==> src/dcache_pkg.sv <==
package dcache_pkg;

	// Operation codes on both the master and the slave bus.
	// The code 2'b11 belongs to the read-write swap, which this cache
	// does not implement and treats as no operation.
	typedef enum logic [1:0] {
		PI1_NOOP = 2'b00,
		PI1_WROP = 2'b01,
		PI1_RDOP = 2'b10
	} pi1_op_e;

	// States of the slave-side sequencer.
	// SC_WRITE drains the write buffer, SC_READ issues a miss read and
	// waits for its data, SC_DONE hands the word back to the master side.
	typedef enum logic [1:0] {
		SC_IDLE,
		SC_WRITE,
		SC_READ,
		SC_DONE
	} sctrl_state_e;

	// Bits covered by one byte select line.
	localparam int BYTE_W = 8;

endpackage

==> src/dcache_decode.sv <==
`timescale 1ns/10ps

module dcache_decode import dcache_pkg::*; #(
	parameter int ARCH_W = 32,
	parameter int SET_COUNT = 16,
	localparam int SEL_W = ARCH_W / BYTE_W,
	localparam int ADDR_W = ARCH_W - $clog2(SEL_W),
	localparam int IDX_W = $clog2(SET_COUNT),
	localparam int TAG_W = ADDR_W - IDX_W
) (
	input  logic              clk_i,
	input  logic              rst_i,
	input  logic              cenable_i,

	input  pi1_op_e           m_op_i,
	input  logic [ADDR_W-1:0] m_addr_i,
	input  logic [ARCH_W-1:0] m_data_i,
	input  logic [SEL_W-1:0]  m_sel_i,

	input  logic              sweeping_i,
	input  logic              buf_full_i,
	input  logic [TAG_W-1:0]  rd_tag_i,
	input  logic [ARCH_W-1:0] rd_data_i,
	input  logic [SEL_W-1:0]  rd_valid_i,
	input  logic              fill_i,
	input  logic [ARCH_W-1:0] fill_data_i,

	output logic [ARCH_W-1:0] m_data_o,
	output logic              m_rdy_o,
	output logic [IDX_W-1:0]  look_addr_o,
	output logic              wr_en_o,
	output logic [ADDR_W-1:0] wr_addr_o,
	output logic [ARCH_W-1:0] wr_data_o,
	output logic [SEL_W-1:0]  wr_sel_o,
	output logic              wr_fill_o,
	output logic              push_o,
	output logic              miss_rqst_o,
	output logic [ADDR_W-1:0] miss_addr_o
);

	// Request accepted at the previous edge.
	pi1_op_e           op_q;
	logic [ADDR_W-1:0] addr_q;
	logic [ARCH_W-1:0] data_q;
	logic [SEL_W-1:0]  sel_q;
	logic              en_q;

	// High while a read waits for its word from the slave.
	logic              wait_q;

	logic              hit;
	logic              rd_miss;

	// A hit needs the tag to match and every requested byte to be present.
	// With the cache disabled the read goes to the slave regardless.
	assign hit = en_q && (rd_tag_i == addr_q[ADDR_W-1:IDX_W]) &&
		((sel_q & ~rd_valid_i) == '0);
	assign rd_miss = (op_q == PI1_RDOP) && !hit;

	// In the fill cycle the master sees ready again and takes the slave word.
	assign m_rdy_o = !sweeping_i && !buf_full_i && !rd_miss && !(wait_q && !fill_i);
	assign m_data_o = fill_i ? fill_data_i : rd_data_i;

	// While stalled the held set is looked up again, so the store output
	// keeps tracking the pending request.
	assign look_addr_o = m_rdy_o ? m_addr_i[IDX_W-1:0] : addr_q[IDX_W-1:0];

	assign push_o = m_rdy_o && (m_op_i == PI1_WROP);

	assign miss_rqst_o = rd_miss || wait_q;
	assign miss_addr_o = addr_q;

	// Cache updates come from the held write or from the returning fill.
	assign wr_en_o = !sweeping_i && en_q && ((op_q == PI1_WROP) || fill_i);
	assign wr_addr_o = addr_q;
	assign wr_data_o = fill_i ? fill_data_i : data_q;
	assign wr_sel_o = sel_q;
	assign wr_fill_o = fill_i;

	always_ff @(posedge clk_i) begin
		if (rst_i) begin
			op_q <= PI1_NOOP;
			wait_q <= 1'b0;
		end else begin
			// The unused swap code is taken as a no-op.
			if (m_rdy_o && (m_op_i == PI1_WROP || m_op_i == PI1_RDOP)) begin
				op_q <= m_op_i;
			end else begin
				op_q <= PI1_NOOP;
			end
			if (fill_i) begin
				wait_q <= 1'b0;
			end else if (rd_miss) begin
				wait_q <= 1'b1;
			end
		end
	end

	always_ff @(posedge clk_i) begin
		if (m_rdy_o) begin
			addr_q <= m_addr_i;
			data_q <= m_data_i;
			sel_q <= m_sel_i;
			en_q <= cenable_i;
		end
	end

	// A fill word is only expected while a read waits for it.
	assert property (@(posedge clk_i) disable iff (rst_i) fill_i |-> wait_q)
		else $error("fill arrived with no read waiting");

endmodule

==> src/dcache_store.sv <==
`timescale 1ns/10ps

module dcache_store import dcache_pkg::*; #(
	parameter int ARCH_W = 32,
	parameter int SET_COUNT = 16,
	localparam int SEL_W = ARCH_W / BYTE_W,
	localparam int ADDR_W = ARCH_W - $clog2(SEL_W),
	localparam int IDX_W = $clog2(SET_COUNT),
	localparam int TAG_W = ADDR_W - IDX_W
) (
	input  logic              clk_i,
	input  logic              rst_i,
	input  logic              crst_i,

	input  logic [IDX_W-1:0]  look_addr_i,

	input  logic              wr_en_i,
	input  logic [ADDR_W-1:0] wr_addr_i,
	input  logic [ARCH_W-1:0] wr_data_i,
	input  logic [SEL_W-1:0]  wr_sel_i,
	input  logic              wr_fill_i,

	output logic [TAG_W-1:0]  rd_tag_o,
	output logic [ARCH_W-1:0] rd_data_o,
	output logic [SEL_W-1:0]  rd_valid_o,
	output logic              sweeping_o
);

	logic [TAG_W-1:0]  tag_mem   [SET_COUNT];
	logic [ARCH_W-1:0] data_mem  [SET_COUNT];
	logic [SEL_W-1:0]  valid_mem [SET_COUNT];

	logic              sweep_q;
	logic [IDX_W-1:0]  sweep_idx;

	logic [IDX_W-1:0]  w_idx;
	logic [TAG_W-1:0]  w_tag;
	logic              w_match;
	logic [SEL_W-1:0]  w_sel;
	logic [SEL_W-1:0]  new_valid;
	logic [ARCH_W-1:0] new_data;

	assign w_idx = wr_addr_i[IDX_W-1:0];
	assign w_tag = wr_addr_i[ADDR_W-1:IDX_W];
	assign w_match = (tag_mem[w_idx] == w_tag);

	// A fill brings the whole word in.
	assign w_sel = wr_fill_i ? '1 : wr_sel_i;

	// On a tag match the new bytes join those already present.
	// Otherwise the set is taken over and only the written bytes count.
	assign new_valid = w_sel | (w_match ? valid_mem[w_idx] : '0);

	always_comb begin
		new_data = data_mem[w_idx];
		for (int b = 0; b < SEL_W; b++) begin
			if (w_sel[b]) begin
				new_data[b*BYTE_W +: BYTE_W] = wr_data_i[b*BYTE_W +: BYTE_W];
			end
		end
	end

	always_ff @(posedge clk_i) begin
		if (wr_en_i) begin
			tag_mem[w_idx] <= w_tag;
			data_mem[w_idx] <= new_data;
		end
	end

	always_ff @(posedge clk_i) begin
		if (sweep_q) begin
			valid_mem[sweep_idx] <= '0;
		end else if (wr_en_i) begin
			valid_mem[w_idx] <= new_valid;
		end
	end

	// Lookup is write-first, so a read right behind an update of the
	// same set already sees the merged word.
	always_ff @(posedge clk_i) begin
		if (wr_en_i && (w_idx == look_addr_i)) begin
			rd_tag_o <= w_tag;
			rd_data_o <= new_data;
			rd_valid_o <= new_valid;
		end else begin
			rd_tag_o <= tag_mem[look_addr_i];
			rd_data_o <= data_mem[look_addr_i];
			rd_valid_o <= valid_mem[look_addr_i];
		end
	end

	// The sweep walks from the last set down to set zero.
	always_ff @(posedge clk_i) begin
		if (rst_i || crst_i) begin
			sweep_q <= 1'b1;
			sweep_idx <= IDX_W'(SET_COUNT - 1);
		end else if (sweep_q) begin
			if (sweep_idx == '0) begin
				sweep_q <= 1'b0;
			end else begin
				sweep_idx <= sweep_idx - 1'b1;
			end
		end
	end

	assign sweeping_o = sweep_q;

	// The master side must hold off cache updates for the whole sweep.
	assert property (@(posedge clk_i) disable iff (rst_i) !(wr_en_i && sweeping_o))
		else $error("cache update during valid-bit sweep");

endmodule

==> src/dcache_wbuf.sv <==
`timescale 1ns/10ps

module dcache_wbuf import dcache_pkg::*; #(
	parameter int ARCH_W = 32,
	parameter int BUF_DEPTH = 4,
	localparam int SEL_W = ARCH_W / BYTE_W,
	localparam int ADDR_W = ARCH_W - $clog2(SEL_W)
) (
	input  logic              clk_i,
	input  logic              rst_i,

	input  logic              push_i,
	input  logic [ADDR_W-1:0] push_addr_i,
	input  logic [ARCH_W-1:0] push_data_i,
	input  logic [SEL_W-1:0]  push_sel_i,
	input  logic              pop_i,

	output logic [ADDR_W-1:0] head_addr_o,
	output logic [ARCH_W-1:0] head_data_o,
	output logic [SEL_W-1:0]  head_sel_o,
	output logic              empty_o,
	output logic              full_o
);

	localparam int PTR_W = (BUF_DEPTH > 1) ? $clog2(BUF_DEPTH) : 1;
	localparam int CNT_W = $clog2(BUF_DEPTH + 1);

	logic [ADDR_W-1:0] addr_mem [BUF_DEPTH];
	logic [ARCH_W-1:0] data_mem [BUF_DEPTH];
	logic [SEL_W-1:0]  sel_mem  [BUF_DEPTH];

	logic [PTR_W-1:0]  wr_ptr;
	logic [PTR_W-1:0]  rd_ptr;
	logic [CNT_W-1:0]  count;

	// Pointers wrap explicitly so the depth need not be a power of two.
	function automatic logic [PTR_W-1:0] next_ptr(input logic [PTR_W-1:0] p);
		return (p == PTR_W'(BUF_DEPTH - 1)) ? '0 : p + 1'b1;
	endfunction

	always_ff @(posedge clk_i) begin
		if (rst_i) begin
			wr_ptr <= '0;
			rd_ptr <= '0;
			count <= '0;
		end else begin
			if (push_i) begin
				wr_ptr <= next_ptr(wr_ptr);
			end
			if (pop_i) begin
				rd_ptr <= next_ptr(rd_ptr);
			end
			if (push_i && !pop_i) begin
				count <= count + 1'b1;
			end else if (pop_i && !push_i) begin
				count <= count - 1'b1;
			end
		end
	end

	always_ff @(posedge clk_i) begin
		if (push_i) begin
			addr_mem[wr_ptr] <= push_addr_i;
			data_mem[wr_ptr] <= push_data_i;
			sel_mem[wr_ptr] <= push_sel_i;
		end
	end

	assign head_addr_o = addr_mem[rd_ptr];
	assign head_data_o = data_mem[rd_ptr];
	assign head_sel_o = sel_mem[rd_ptr];
	assign empty_o = (count == '0);
	assign full_o = (count == CNT_W'(BUF_DEPTH));

	assert property (@(posedge clk_i) disable iff (rst_i) pop_i |-> !empty_o)
		else $error("write buffer popped while empty");

	assert property (@(posedge clk_i) disable iff (rst_i) (push_i && full_o) |-> pop_i)
		else $error("write buffer pushed while full");

endmodule

==> src/dcache_slave_ctrl.sv <==
`timescale 1ns/10ps

module dcache_slave_ctrl import dcache_pkg::*; #(
	parameter int ARCH_W = 32,
	localparam int SEL_W = ARCH_W / BYTE_W,
	localparam int ADDR_W = ARCH_W - $clog2(SEL_W)
) (
	input  logic              clk_i,
	input  logic              rst_i,

	input  logic [ADDR_W-1:0] head_addr_i,
	input  logic [ARCH_W-1:0] head_data_i,
	input  logic [SEL_W-1:0]  head_sel_i,
	input  logic              empty_i,

	input  logic              miss_rqst_i,
	input  logic [ADDR_W-1:0] miss_addr_i,

	input  logic [ARCH_W-1:0] s_data_i,
	input  logic              s_rdy_i,

	output logic              pop_o,
	output logic              fill_o,
	output logic [ARCH_W-1:0] fill_data_o,

	output pi1_op_e           s_op_o,
	output logic [ADDR_W-1:0] s_addr_o,
	output logic [ARCH_W-1:0] s_data_o,
	output logic [SEL_W-1:0]  s_sel_o
);

	sctrl_state_e      state_q;
	sctrl_state_e      state_d;

	// Set once the slave has taken the read, cleared when its data arrives.
	logic              issued_q;
	logic [ARCH_W-1:0] fill_q;

	// Pending writes always go out first, so a miss read never overtakes them.
	always_comb begin
		state_d = state_q;
		case (state_q)
			SC_IDLE: begin
				if (!empty_i) begin
					state_d = SC_WRITE;
				end else if (miss_rqst_i) begin
					state_d = SC_READ;
				end
			end
			SC_WRITE: begin
				if (empty_i) begin
					state_d = miss_rqst_i ? SC_READ : SC_IDLE;
				end
			end
			SC_READ: begin
				if (issued_q && s_rdy_i) begin
					state_d = SC_DONE;
				end
			end
			default: state_d = SC_IDLE;
		endcase
	end

	always_comb begin
		s_op_o = PI1_NOOP;
		if (state_q == SC_WRITE && !empty_i) begin
			s_op_o = PI1_WROP;
		end else if (state_q == SC_READ && !issued_q) begin
			s_op_o = PI1_RDOP;
		end
	end

	// Miss reads always fetch the full word.
	assign s_addr_o = (state_q == SC_READ) ? miss_addr_i : head_addr_i;
	assign s_data_o = head_data_i;
	assign s_sel_o = (state_q == SC_READ) ? '1 : head_sel_i;

	assign pop_o = (state_q == SC_WRITE) && !empty_i && s_rdy_i;
	assign fill_o = (state_q == SC_DONE);
	assign fill_data_o = fill_q;

	always_ff @(posedge clk_i) begin
		if (rst_i) begin
			state_q <= SC_IDLE;
			issued_q <= 1'b0;
		end else begin
			state_q <= state_d;
			if (state_q == SC_READ && s_rdy_i) begin
				issued_q <= !issued_q;
			end
		end
	end

	always_ff @(posedge clk_i) begin
		if (state_q == SC_READ && issued_q && s_rdy_i) begin
			fill_q <= s_data_i;
		end
	end

	// The master side keeps its request up until the word has returned.
	assert property (@(posedge clk_i) disable iff (rst_i) (state_q == SC_READ) |-> miss_rqst_i)
		else $error("miss request dropped during the slave read");

	// No new write may enter the buffer while a miss read is in flight.
	assert property (@(posedge clk_i) disable iff (rst_i) (state_q == SC_READ) |-> empty_i)
		else $error("write pending during miss read");

endmodule

==> src/pi1_dcache.sv <==
`timescale 1ns/10ps

module pi1_dcache import dcache_pkg::*; #(
	parameter int ARCH_W = 32,
	parameter int SET_COUNT = 16,
	parameter int BUF_DEPTH = 4,
	localparam int SEL_W = ARCH_W / BYTE_W,
	localparam int ADDR_W = ARCH_W - $clog2(SEL_W)
) (
	input  logic              clk_i,
	input  logic              rst_i,
	input  logic              crst_i,
	input  logic              cenable_i,

	input  pi1_op_e           m_op_i,
	input  logic [ADDR_W-1:0] m_addr_i,
	input  logic [ARCH_W-1:0] m_data_i,
	input  logic [SEL_W-1:0]  m_sel_i,
	output logic [ARCH_W-1:0] m_data_o,
	output logic              m_rdy_o,

	output pi1_op_e           s_op_o,
	output logic [ADDR_W-1:0] s_addr_o,
	output logic [ARCH_W-1:0] s_data_o,
	output logic [SEL_W-1:0]  s_sel_o,
	input  logic [ARCH_W-1:0] s_data_i,
	input  logic              s_rdy_i
);

	localparam int IDX_W = $clog2(SET_COUNT);
	localparam int TAG_W = ADDR_W - IDX_W;

	// Store lookup and update.
	logic [IDX_W-1:0]  look_addr;
	logic [TAG_W-1:0]  rd_tag;
	logic [ARCH_W-1:0] rd_data;
	logic [SEL_W-1:0]  rd_valid;
	logic              sweeping;
	logic              wr_en;
	logic [ADDR_W-1:0] wr_addr;
	logic [ARCH_W-1:0] wr_data;
	logic [SEL_W-1:0]  wr_sel;
	logic              wr_fill;

	// Write buffer.
	logic              push;
	logic              pop;
	logic              buf_empty;
	logic              buf_full;
	logic [ADDR_W-1:0] head_addr;
	logic [ARCH_W-1:0] head_data;
	logic [SEL_W-1:0]  head_sel;

	// Miss handling between the master side and the slave sequencer.
	logic              miss_rqst;
	logic [ADDR_W-1:0] miss_addr;
	logic              fill;
	logic [ARCH_W-1:0] fill_data;

	dcache_decode #(
		.ARCH_W   (ARCH_W),
		.SET_COUNT(SET_COUNT)
	) decode0 (
		.clk_i      (clk_i),
		.rst_i      (rst_i),
		.cenable_i  (cenable_i),
		.m_op_i     (m_op_i),
		.m_addr_i   (m_addr_i),
		.m_data_i   (m_data_i),
		.m_sel_i    (m_sel_i),
		.sweeping_i (sweeping),
		.buf_full_i (buf_full),
		.rd_tag_i   (rd_tag),
		.rd_data_i  (rd_data),
		.rd_valid_i (rd_valid),
		.fill_i     (fill),
		.fill_data_i(fill_data),
		.m_data_o   (m_data_o),
		.m_rdy_o    (m_rdy_o),
		.look_addr_o(look_addr),
		.wr_en_o    (wr_en),
		.wr_addr_o  (wr_addr),
		.wr_data_o  (wr_data),
		.wr_sel_o   (wr_sel),
		.wr_fill_o  (wr_fill),
		.push_o     (push),
		.miss_rqst_o(miss_rqst),
		.miss_addr_o(miss_addr)
	);

	dcache_store #(
		.ARCH_W   (ARCH_W),
		.SET_COUNT(SET_COUNT)
	) store0 (
		.clk_i      (clk_i),
		.rst_i      (rst_i),
		.crst_i     (crst_i),
		.look_addr_i(look_addr),
		.wr_en_i    (wr_en),
		.wr_addr_i  (wr_addr),
		.wr_data_i  (wr_data),
		.wr_sel_i   (wr_sel),
		.wr_fill_i  (wr_fill),
		.rd_tag_o   (rd_tag),
		.rd_data_o  (rd_data),
		.rd_valid_o (rd_valid),
		.sweeping_o (sweeping)
	);

	dcache_wbuf #(
		.ARCH_W   (ARCH_W),
		.BUF_DEPTH(BUF_DEPTH)
	) wbuf0 (
		.clk_i      (clk_i),
		.rst_i      (rst_i),
		.push_i     (push),
		.push_addr_i(m_addr_i),
		.push_data_i(m_data_i),
		.push_sel_i (m_sel_i),
		.pop_i      (pop),
		.head_addr_o(head_addr),
		.head_data_o(head_data),
		.head_sel_o (head_sel),
		.empty_o    (buf_empty),
		.full_o     (buf_full)
	);

	dcache_slave_ctrl #(
		.ARCH_W(ARCH_W)
	) sctrl0 (
		.clk_i      (clk_i),
		.rst_i      (rst_i),
		.head_addr_i(head_addr),
		.head_data_i(head_data),
		.head_sel_i (head_sel),
		.empty_i    (buf_empty),
		.miss_rqst_i(miss_rqst),
		.miss_addr_i(miss_addr),
		.s_data_i   (s_data_i),
		.s_rdy_i    (s_rdy_i),
		.pop_o      (pop),
		.fill_o     (fill),
		.fill_data_o(fill_data),
		.s_op_o     (s_op_o),
		.s_addr_o   (s_addr_o),
		.s_data_o   (s_data_o),
		.s_sel_o    (s_sel_o)
	);

endmodule

==> config.mk <==
export PLATFORM = sky130hd
export DESIGN_NAME = pi1_dcache
export DESIGN_NICKNAME = d
export VERILOG_FILES = /design/src/dcache_pkg.sv /design/src/dcache_decode.sv /design/src/dcache_store.sv /design/src/dcache_wbuf.sv /design/src/dcache_slave_ctrl.sv /design/src/pi1_dcache.sv
export SDC_FILE = /design/constraint.sdc
export NUM_CORES = 1
export LEC_CHECK = 0
export BUFFER_PORTS_ARGS = -buffer_cell sky130_fd_sc_hd__buf_2
export CORE_ASPECT_RATIO = 1.75
export CORE_MARGIN = 5
export CORE_UTILIZATION = 66
export DETAILED_ROUTE_END_ITERATION = 7
export GPL_TIMING_DRIVEN = 1
export PLACE_DENSITY = 0.84
export SYNTH_ARGS = -nofsm -noshare
export SYNTH_HDL_FRONTEND = slang
export SYNTH_SLANG_ARGS = --single-unit
==> constraint.sdc <==
create_clock -name clk_i -period 15.3 [get_ports clk_i]
set_clock_uncertainty 0.15 [all_clocks]
set_input_delay 2.295 -clock clk_i [delete_from_list [all_inputs] [get_ports clk_i]]
set_output_delay 2.295 -clock clk_i [all_outputs]
set_load 0.01 [all_outputs]
# Word-level counts from Yosys, hierarchy flattened
# Memories as Yosys holds them, arrays and structs flattened. A register that Yosys moved wholly into a read port is not among the register bits.
# Index checks and enable logic that the tools add are counted.
# classes
n_addsub,5
n_reduce_logical,44
mux,46
n_eq_ne,16
n_bitwise,6
# ops
operator,count
32-bit 2-to-1 mux,2
26-bit == test,2
4-bit 2-to-1 mux,10
8-bit 2-to-1 mux,4
2-bit 2-to-1 mux,15
30-bit 2-to-1 mux,1
1-bit logical AND,20
"2-bit == test, second input constant",6
1-bit 2-to-1 mux,11
1-bit logical NOT,10
4-bit logical NOT,2
"2-bit by 1-bit == test with 1-bit output, second input constant",3
3-bit 2-to-1 mux,2
2-bit one-hot mux with 3 select lines,1
"2-bit by 1-bit adder with 2-bit output, second input constant",2
4-bit bitwise AND,1
4-bit == test,1
1-bit logical OR,4
"2-bit by 1-bit != test with 1-bit output, second input constant",2
4-bit inverter,1
4-bit bitwise OR,1
2-bit OR reduction,2
4-bit OR reduction,1
"4-bit by 1-bit subtractor with 4-bit output, second input constant",1
other kinds (11),12
# word_totals
wordCells,139
n_memories,6
ramBits,1256
output_inout_bits,101
regBits,122
inputBits,105
# mem_list
memory,words,width,read_ports,rd_clocked_by_memory_dff,wr,line_no,rtl
store0.data_mem,16,32,2,2,1,dcache_store.sv:30,logic [ARCH_W-1:0] data_mem [SET_COUNT];
store0.tag_mem,16,26,2,2,1,dcache_store.sv:29,logic [TAG_W-1:0] tag_mem [SET_COUNT];
wbuf0.data_mem,4,32,1,1,1,dcache_wbuf.sv:29,logic [ARCH_W-1:0] data_mem [BUF_DEPTH];
wbuf0.addr_mem,4,30,1,1,1,dcache_wbuf.sv:28,logic [ADDR_W-1:0] addr_mem [BUF_DEPTH];
store0.valid_mem,16,4,2,2,1,dcache_store.sv:31,logic [SEL_W-1:0] valid_mem [SET_COUNT];
wbuf0.sel_mem,4,4,1,1,1,dcache_wbuf.sv:30,logic [SEL_W-1:0] sel_mem [BUF_DEPTH];

# Logic depth before layout (Yosys ltp)
# logic_depth
depth_word,15
ltp_mapped,22
ltp_nobuf,16

# By module
# Synthesis repeated with hierarchy kept, for this count alone.
# hier_totals
hier_cells,2801
area_unflattened_um2,57789.2
# modules_own_cells
module,area_per_inst_um2,instances,seq_area_each_um2,cells_per_inst
dcache_store,42440.7,1,30048.8,1931
dcache_wbuf,9958.3,1,8107.8,388
dcache_decode,3617.2,1,2072.0,362
dcache_slave_ctrl,1773.0,1,1021.0,120

# Least setup slack after synthesis
# Ideal clock, no wire load.
# synth_path
path_type,register to output
start,register (tool-made name)
end,output port m_rdy_o
setup_slack_ns,7.654
required_time_ns,12.855
t_arrival_ns,5.201
path_buffers,7
stages_incl_launch_ff,16
path_cell_list,dfxtp_1 buf_4 buf_4 buf_4 buf_4 mux4_2 mux2i_1 xnor2_1 nor2_1 a2111oi_0 nand4_1 o31a_1 buf_2 nor2_4 buf_2 clkbuf_1
# synth_lines
item,line_no,rtl
end: declaration,pi1_dcache.sv:20,"output logic m_rdy_o,"

==> results by stage <==
Synthesis:
- The predominant post-synthesis flop cell is sky130_fd_sc_hd__edfxtp_1.
- By count the netlist is led by 1355 x sky130_fd_sc_hd__edfxtp_1, 324 x sky130_fd_sc_hd__mux4_2, 249 x sky130_fd_sc_hd__nand2_1, 109 x sky130_fd_sc_hd__mux2i_1, 94 x sky130_fd_sc_hd__clkbuf_1.
- Of the post-synthesis cell area, the dominant cell type holds 0.7406.
- The gate count after technology mapping is approximately 2700.
- After synthesis, the cell types taking the most area are sky130_fd_sc_hd__edfxtp_1 74%, sky130_fd_sc_hd__mux4_2 13%, sky130_fd_sc_hd__mux2i_1 2.0%, sky130_fd_sc_hd__nand2_1 1.7%, sky130_fd_sc_hd__dfxtp_1 1.2%.
- The proportion of synthesized chip area in sequential cells is 0.7526.
- The number of enable-type register cells in the synthesized netlist is 1355.
- During synthesis, Yosys emitted a total of 0 warnings.
- The average instance in the mapped netlist occupies approximately 20 sq um.
- The number of nets in the synthesized netlist is 2858.
- In the post-synthesis netlist, the cell with the most instances is sky130_fd_sc_hd__edfxtp_1.
- The combined area of all synthesized cells is around 55000 sq um.
- The async set or reset register ratio after synthesis is 0.
- The biggest area contributor in the post-synthesis netlist is sky130_fd_sc_hd__edfxtp_1.
- The number of different library cells in the post-synthesis netlist is between 60 and 70.
- The total of flip-flops plus latches after synthesis is ~1400.

Route:
- The number of iterations in the first detailed-routing pass is 8.
- Detailed routing placed a total of about 16000 microns of wire on met3.
- In the final routing, the length of wire on met1 measures around 46000 microns.
- The detailed router used layers up to and including met4.
- The ratio of routed vias to standard cells is around 7.2.
- The detail-routed net length per standard cell is approximately 35 microns.
- The detail route stage leaves a number of antenna-violating nets equal to 0.
- After detailed routing, the met2 layer carries 74550 microns of wire.
- The DRC marker count from the first detailed-route iteration is about 5000.
- For this run, design rule violations remaining after detail routing come to 2.
- The final wirelength is around 140000 microns.
- The number of vias after detailed routing is about 30000.

Placed design:
- Summing all placed instances gives a cell area of 57270 sq um.
- The half-perimeter wire length of the detailed placement result is roughly 78000 microns.
- The worst slack at placement is around 8000 ps.
- The congestion estimate from routability-driven global placement came to about 0.85.
- Port buffering added slightly above 200 buffers.

CTS:
- TritonCTS built the clock tree.
- The hold-fix buffer count after cts is 0.
- The number of setup buffers added after CTS is 0.
- The clock latency at the later pin of the worst-skew pair is 730 ps.
- The number of sinks handled by clock tree synthesis is between 1000 and 1500.
- TritonCTS created 109 clock buffers.
- Once the clock tree was built, the resizer swapped 0 gates to a different size.
- The CTS H-tree depth is 3.
- The maximum buffer depth of the clock tree is 3.
- The clock transition at the register clock pins on the worst setup and hold paths after CTS is about 70 ps.
- The root buffer selected by CTS is sky130_fd_sc_hd__clkbuf_16.

Die:
- The count of boundary I/O pins is between 200 and 250.
- The count of standard-cell rows is 140.
- For this configuration, the core starts out at a cell density of 0.6631.
- The region available for standard cell placement spans just over 80000 sq um.
- In this run the horizontal extent of the chip is ~230 microns.
- The floorplan step defined a die boundary enclosing just under 90000 sq um.
- The y dimension of the die is roughly 390 microns.

Timing:
- Across all setup checks in the final design, the least slack found is about 7300 ps.
- Setup violations remaining at the end of the flow were counted as 0.
- The post-layout minimum cycle time is roughly 8000 ps.
- The final hold violation count came to 0.
- Timing would allow up to ~120 MHz.
- Setup total negative slack on the finished layout was measured at 0 ps.
- Of the available clock period, the critical path in the final layout requires 0.5243.
- At the pin with the least slew margin, the transition time is about 1400 ps.
- The final max-slew violation count came to 0.
- Setup repair after global routing left no endpoint under its margin.
- Measured against its own limit, the worst slew margin works out to 0.09405.

Worst setup path:
- The top fanout value on the critical path is 126.
- The type of origin of the critical path is a register.
- The largest single stage delay on the critical path is ~930 ps.
- The type of element capturing the critical path is an output port.
- The signal on the critical path passes through buf_12 > mux4_2 > a22oi_1 > nand2_1 > xnor2_1 > nand4_1 > or4_4 > o31a_1 > buf_4 > nor2_4 > buf_2.
- The critical path class is reg -> out.
- On the critical path, the stage with the largest delay is an instance of sky130_fd_sc_hd__dfxtp_4.
- For the worst setup path, the data arrival time is around 5600 ps.
- The number of buffers and inverters on the critical path is 3.
- For flop-to-flop paths, the worst setup slack is roughly 7800 ps.
- At the worst endpoint, the required time is 12860 ps.
- On the critical path the largest part of the delay comes from simple AND/OR/NAND/NOR gates.

Layout:
- The total of fill cells in the finished design is about 4200.
- The area of all placed cells without fillers is between 60000 and 70000 sq um.
- The share of post-route cells with drive strength above 1 is 0.2667.
- The number of nets in the layout is 3081.
- The area growth from synthesis to layout is 10.80%.

GRT:
- The total congestion overflow after global routing is 0.
- The number of global-route vias before repair is 30990.
- The initial antenna violation count is 7.
- The global-route wire length before repair is 209100 microns.
- The largest net degree at the start of global routing is about 130.
- The total routing usage reported by global routing is 0.3217.

Hold path:
- The worst min-delay path category is reg -> reg.

Power and ir drop:
- The net switching power figure is 1.360 mW.
- The portion of total power attributed to the clock network is 0.409.
- The largest voltage drop on the vdd net is roughly 0.00012 V.
- Of the total power, registers draw 0.585.
- The internal power of the cells totals approximately 5.7 mW.
- The fraction of power consumed by combinational cells is 0.005.
- For this design the static power due to leakage is 19.76 nW.
- The switching share of total power is 0.1932.
- In this run the power density over the cells is around 120 nW/um^2.

Flow run:
- Across the run, the number of max-cap violations was 0.

Outcome:
- The checks that failed: design-rule violations.
- The flow ran to the end, but the final reports show violations.
-- cell usage in the layout (no fill, tap or decap), drive strengths merged, types with 6 or more instances in the layout --
master	instances
and2	9
nand3	12
inv	20
xor2	19
nor3	9
bufinv	10
nor2b	14
edfxtp	1355
xnor2	35
a31oi	6
nand2b	37
mux4	324
clkbuf	135
a221oi	7
a311oi	33
o22ai	26
nand4	7
nand2	249
mux2	17
buf	270
a22oi	48
nor2	69
nor4b	34
clkinvlp	7
ha	8
and3	8
diode	10
dfxtp	33
clkinv	46
nor4	6
a21oi	10
mux2i	109
o21ai	38
-- worst register-to-register path: stages (launching register included) --
cell	delay [ps]
sky130_fd_sc_hd__dfxtp_4	930
sky130_fd_sc_hd__buf_12	730
sky130_fd_sc_hd__mux4_2	650
sky130_fd_sc_hd__a22oi_1	220
sky130_fd_sc_hd__nand2_1	130
sky130_fd_sc_hd__xnor2_1	430
sky130_fd_sc_hd__nand4_1	280
sky130_fd_sc_hd__or4_4	600
sky130_fd_sc_hd__o31a_1	300
sky130_fd_sc_hd__buf_4	290
sky130_fd_sc_hd__nor2_4	170
sky130_fd_sc_hd__buf_4	530
sky130_fd_sc_hd__buf_4	1000
sky130_fd_sc_hd__o31a_1	350
sky130_fd_sc_hd__o22ai_1	120
sky130_fd_sc_hd__or4_1	490
-- logic make-up after synthesis --
kind of cell	count (synthesis)	share of synthesized area
buffers and inverters	176	0.01407
AND/OR/NAND/NOR	474	0.04113
flip-flops	1388	0.7526
multiplexers	450	0.1562
AO/OA/AOI/OAI	193	0.02519
XOR/XNOR	54	0.008609
adder cells (fa/ha/maj)	9	0.002186
-- through the flow --
step,total power [mW],hold WS [ps],instances,utilization
final,7.040,380.4,4131,0.7347
after global routing,7.224,397.9,4126,0.7345
after CTS,7.043,377.6,4121,0.7344
after detailed placement,4.242,367.9,3921,0.6913
after global placement,4.239,328.6,3921,0.6913
after floorplan,4.216,319.2,2744,-
-- routing by layer --
layer | track usage | up-vias
li1 | - | 11660
met1 | 0.4055 | 15120
met2 | 0.5525 | 2668
met3 | 0.05740 | 450
met4 | 0.1526 | 0
met5 | 0 | -
-- worst paths after layout --
kind,depth (start not counted),start,end
max,11,register,m_rdy_o
min,2,wbuf0.wr_ptr[0]$_SDFFE_PP0P_,wbuf0.wr_ptr[0]$_SDFFE_PP0P_
max reg2reg,15,register,register
min reg2reg,2,wbuf0.wr_ptr[0]$_SDFFE_PP0P_,wbuf0.wr_ptr[0]$_SDFFE_PP0P_
-- flip-flops by register name, summed over array words and instances (netlist names), 3 cells and up, named ones only --
name and cells:
wbuf0.sel_mem 16, store0.sweep_idx 4, wbuf0.count 3, store0.tag_mem 416, wbuf0.addr_mem 120, wbuf0.data_mem 128
decode0.data_q 32, decode0.miss_addr_o 30, store0.valid_mem 64, sctrl0.fill_data_o 32, decode0.wr_sel_o 4, store0.data_mem 512
-- area by class of cell --
class / count / area [sq um] / share of cell area
sequential: 1388 / 41370 / 0.6797
timing repair buffer: 270 / 1526 / 0.02508
multi-input combinational: 1180 / 12970 / 0.2132
inverter: 18 / 67.56 / 0.001110
clock buffer: 135 / 2969 / 0.04878
antenna: 10 / 25.02 / 0.0004111
tap: 1065 / 1333 / 0.02189
clock inverter: 65 / 601.8 / 0.009887
-- power groups by stage --
stage	clock network [mW]	logic [mW]	registers [mW]
finish	2.88	0.0384	4.12
floorplan	0	0.00901	4.21
global placement	0	0.0338	4.21
global route	3.06	0.0411	4.12
detailed placement	0	0.0365	4.21
CTS	2.88	0.0372	4.12
No activity file was read; power rests on OpenSTA's default activity.
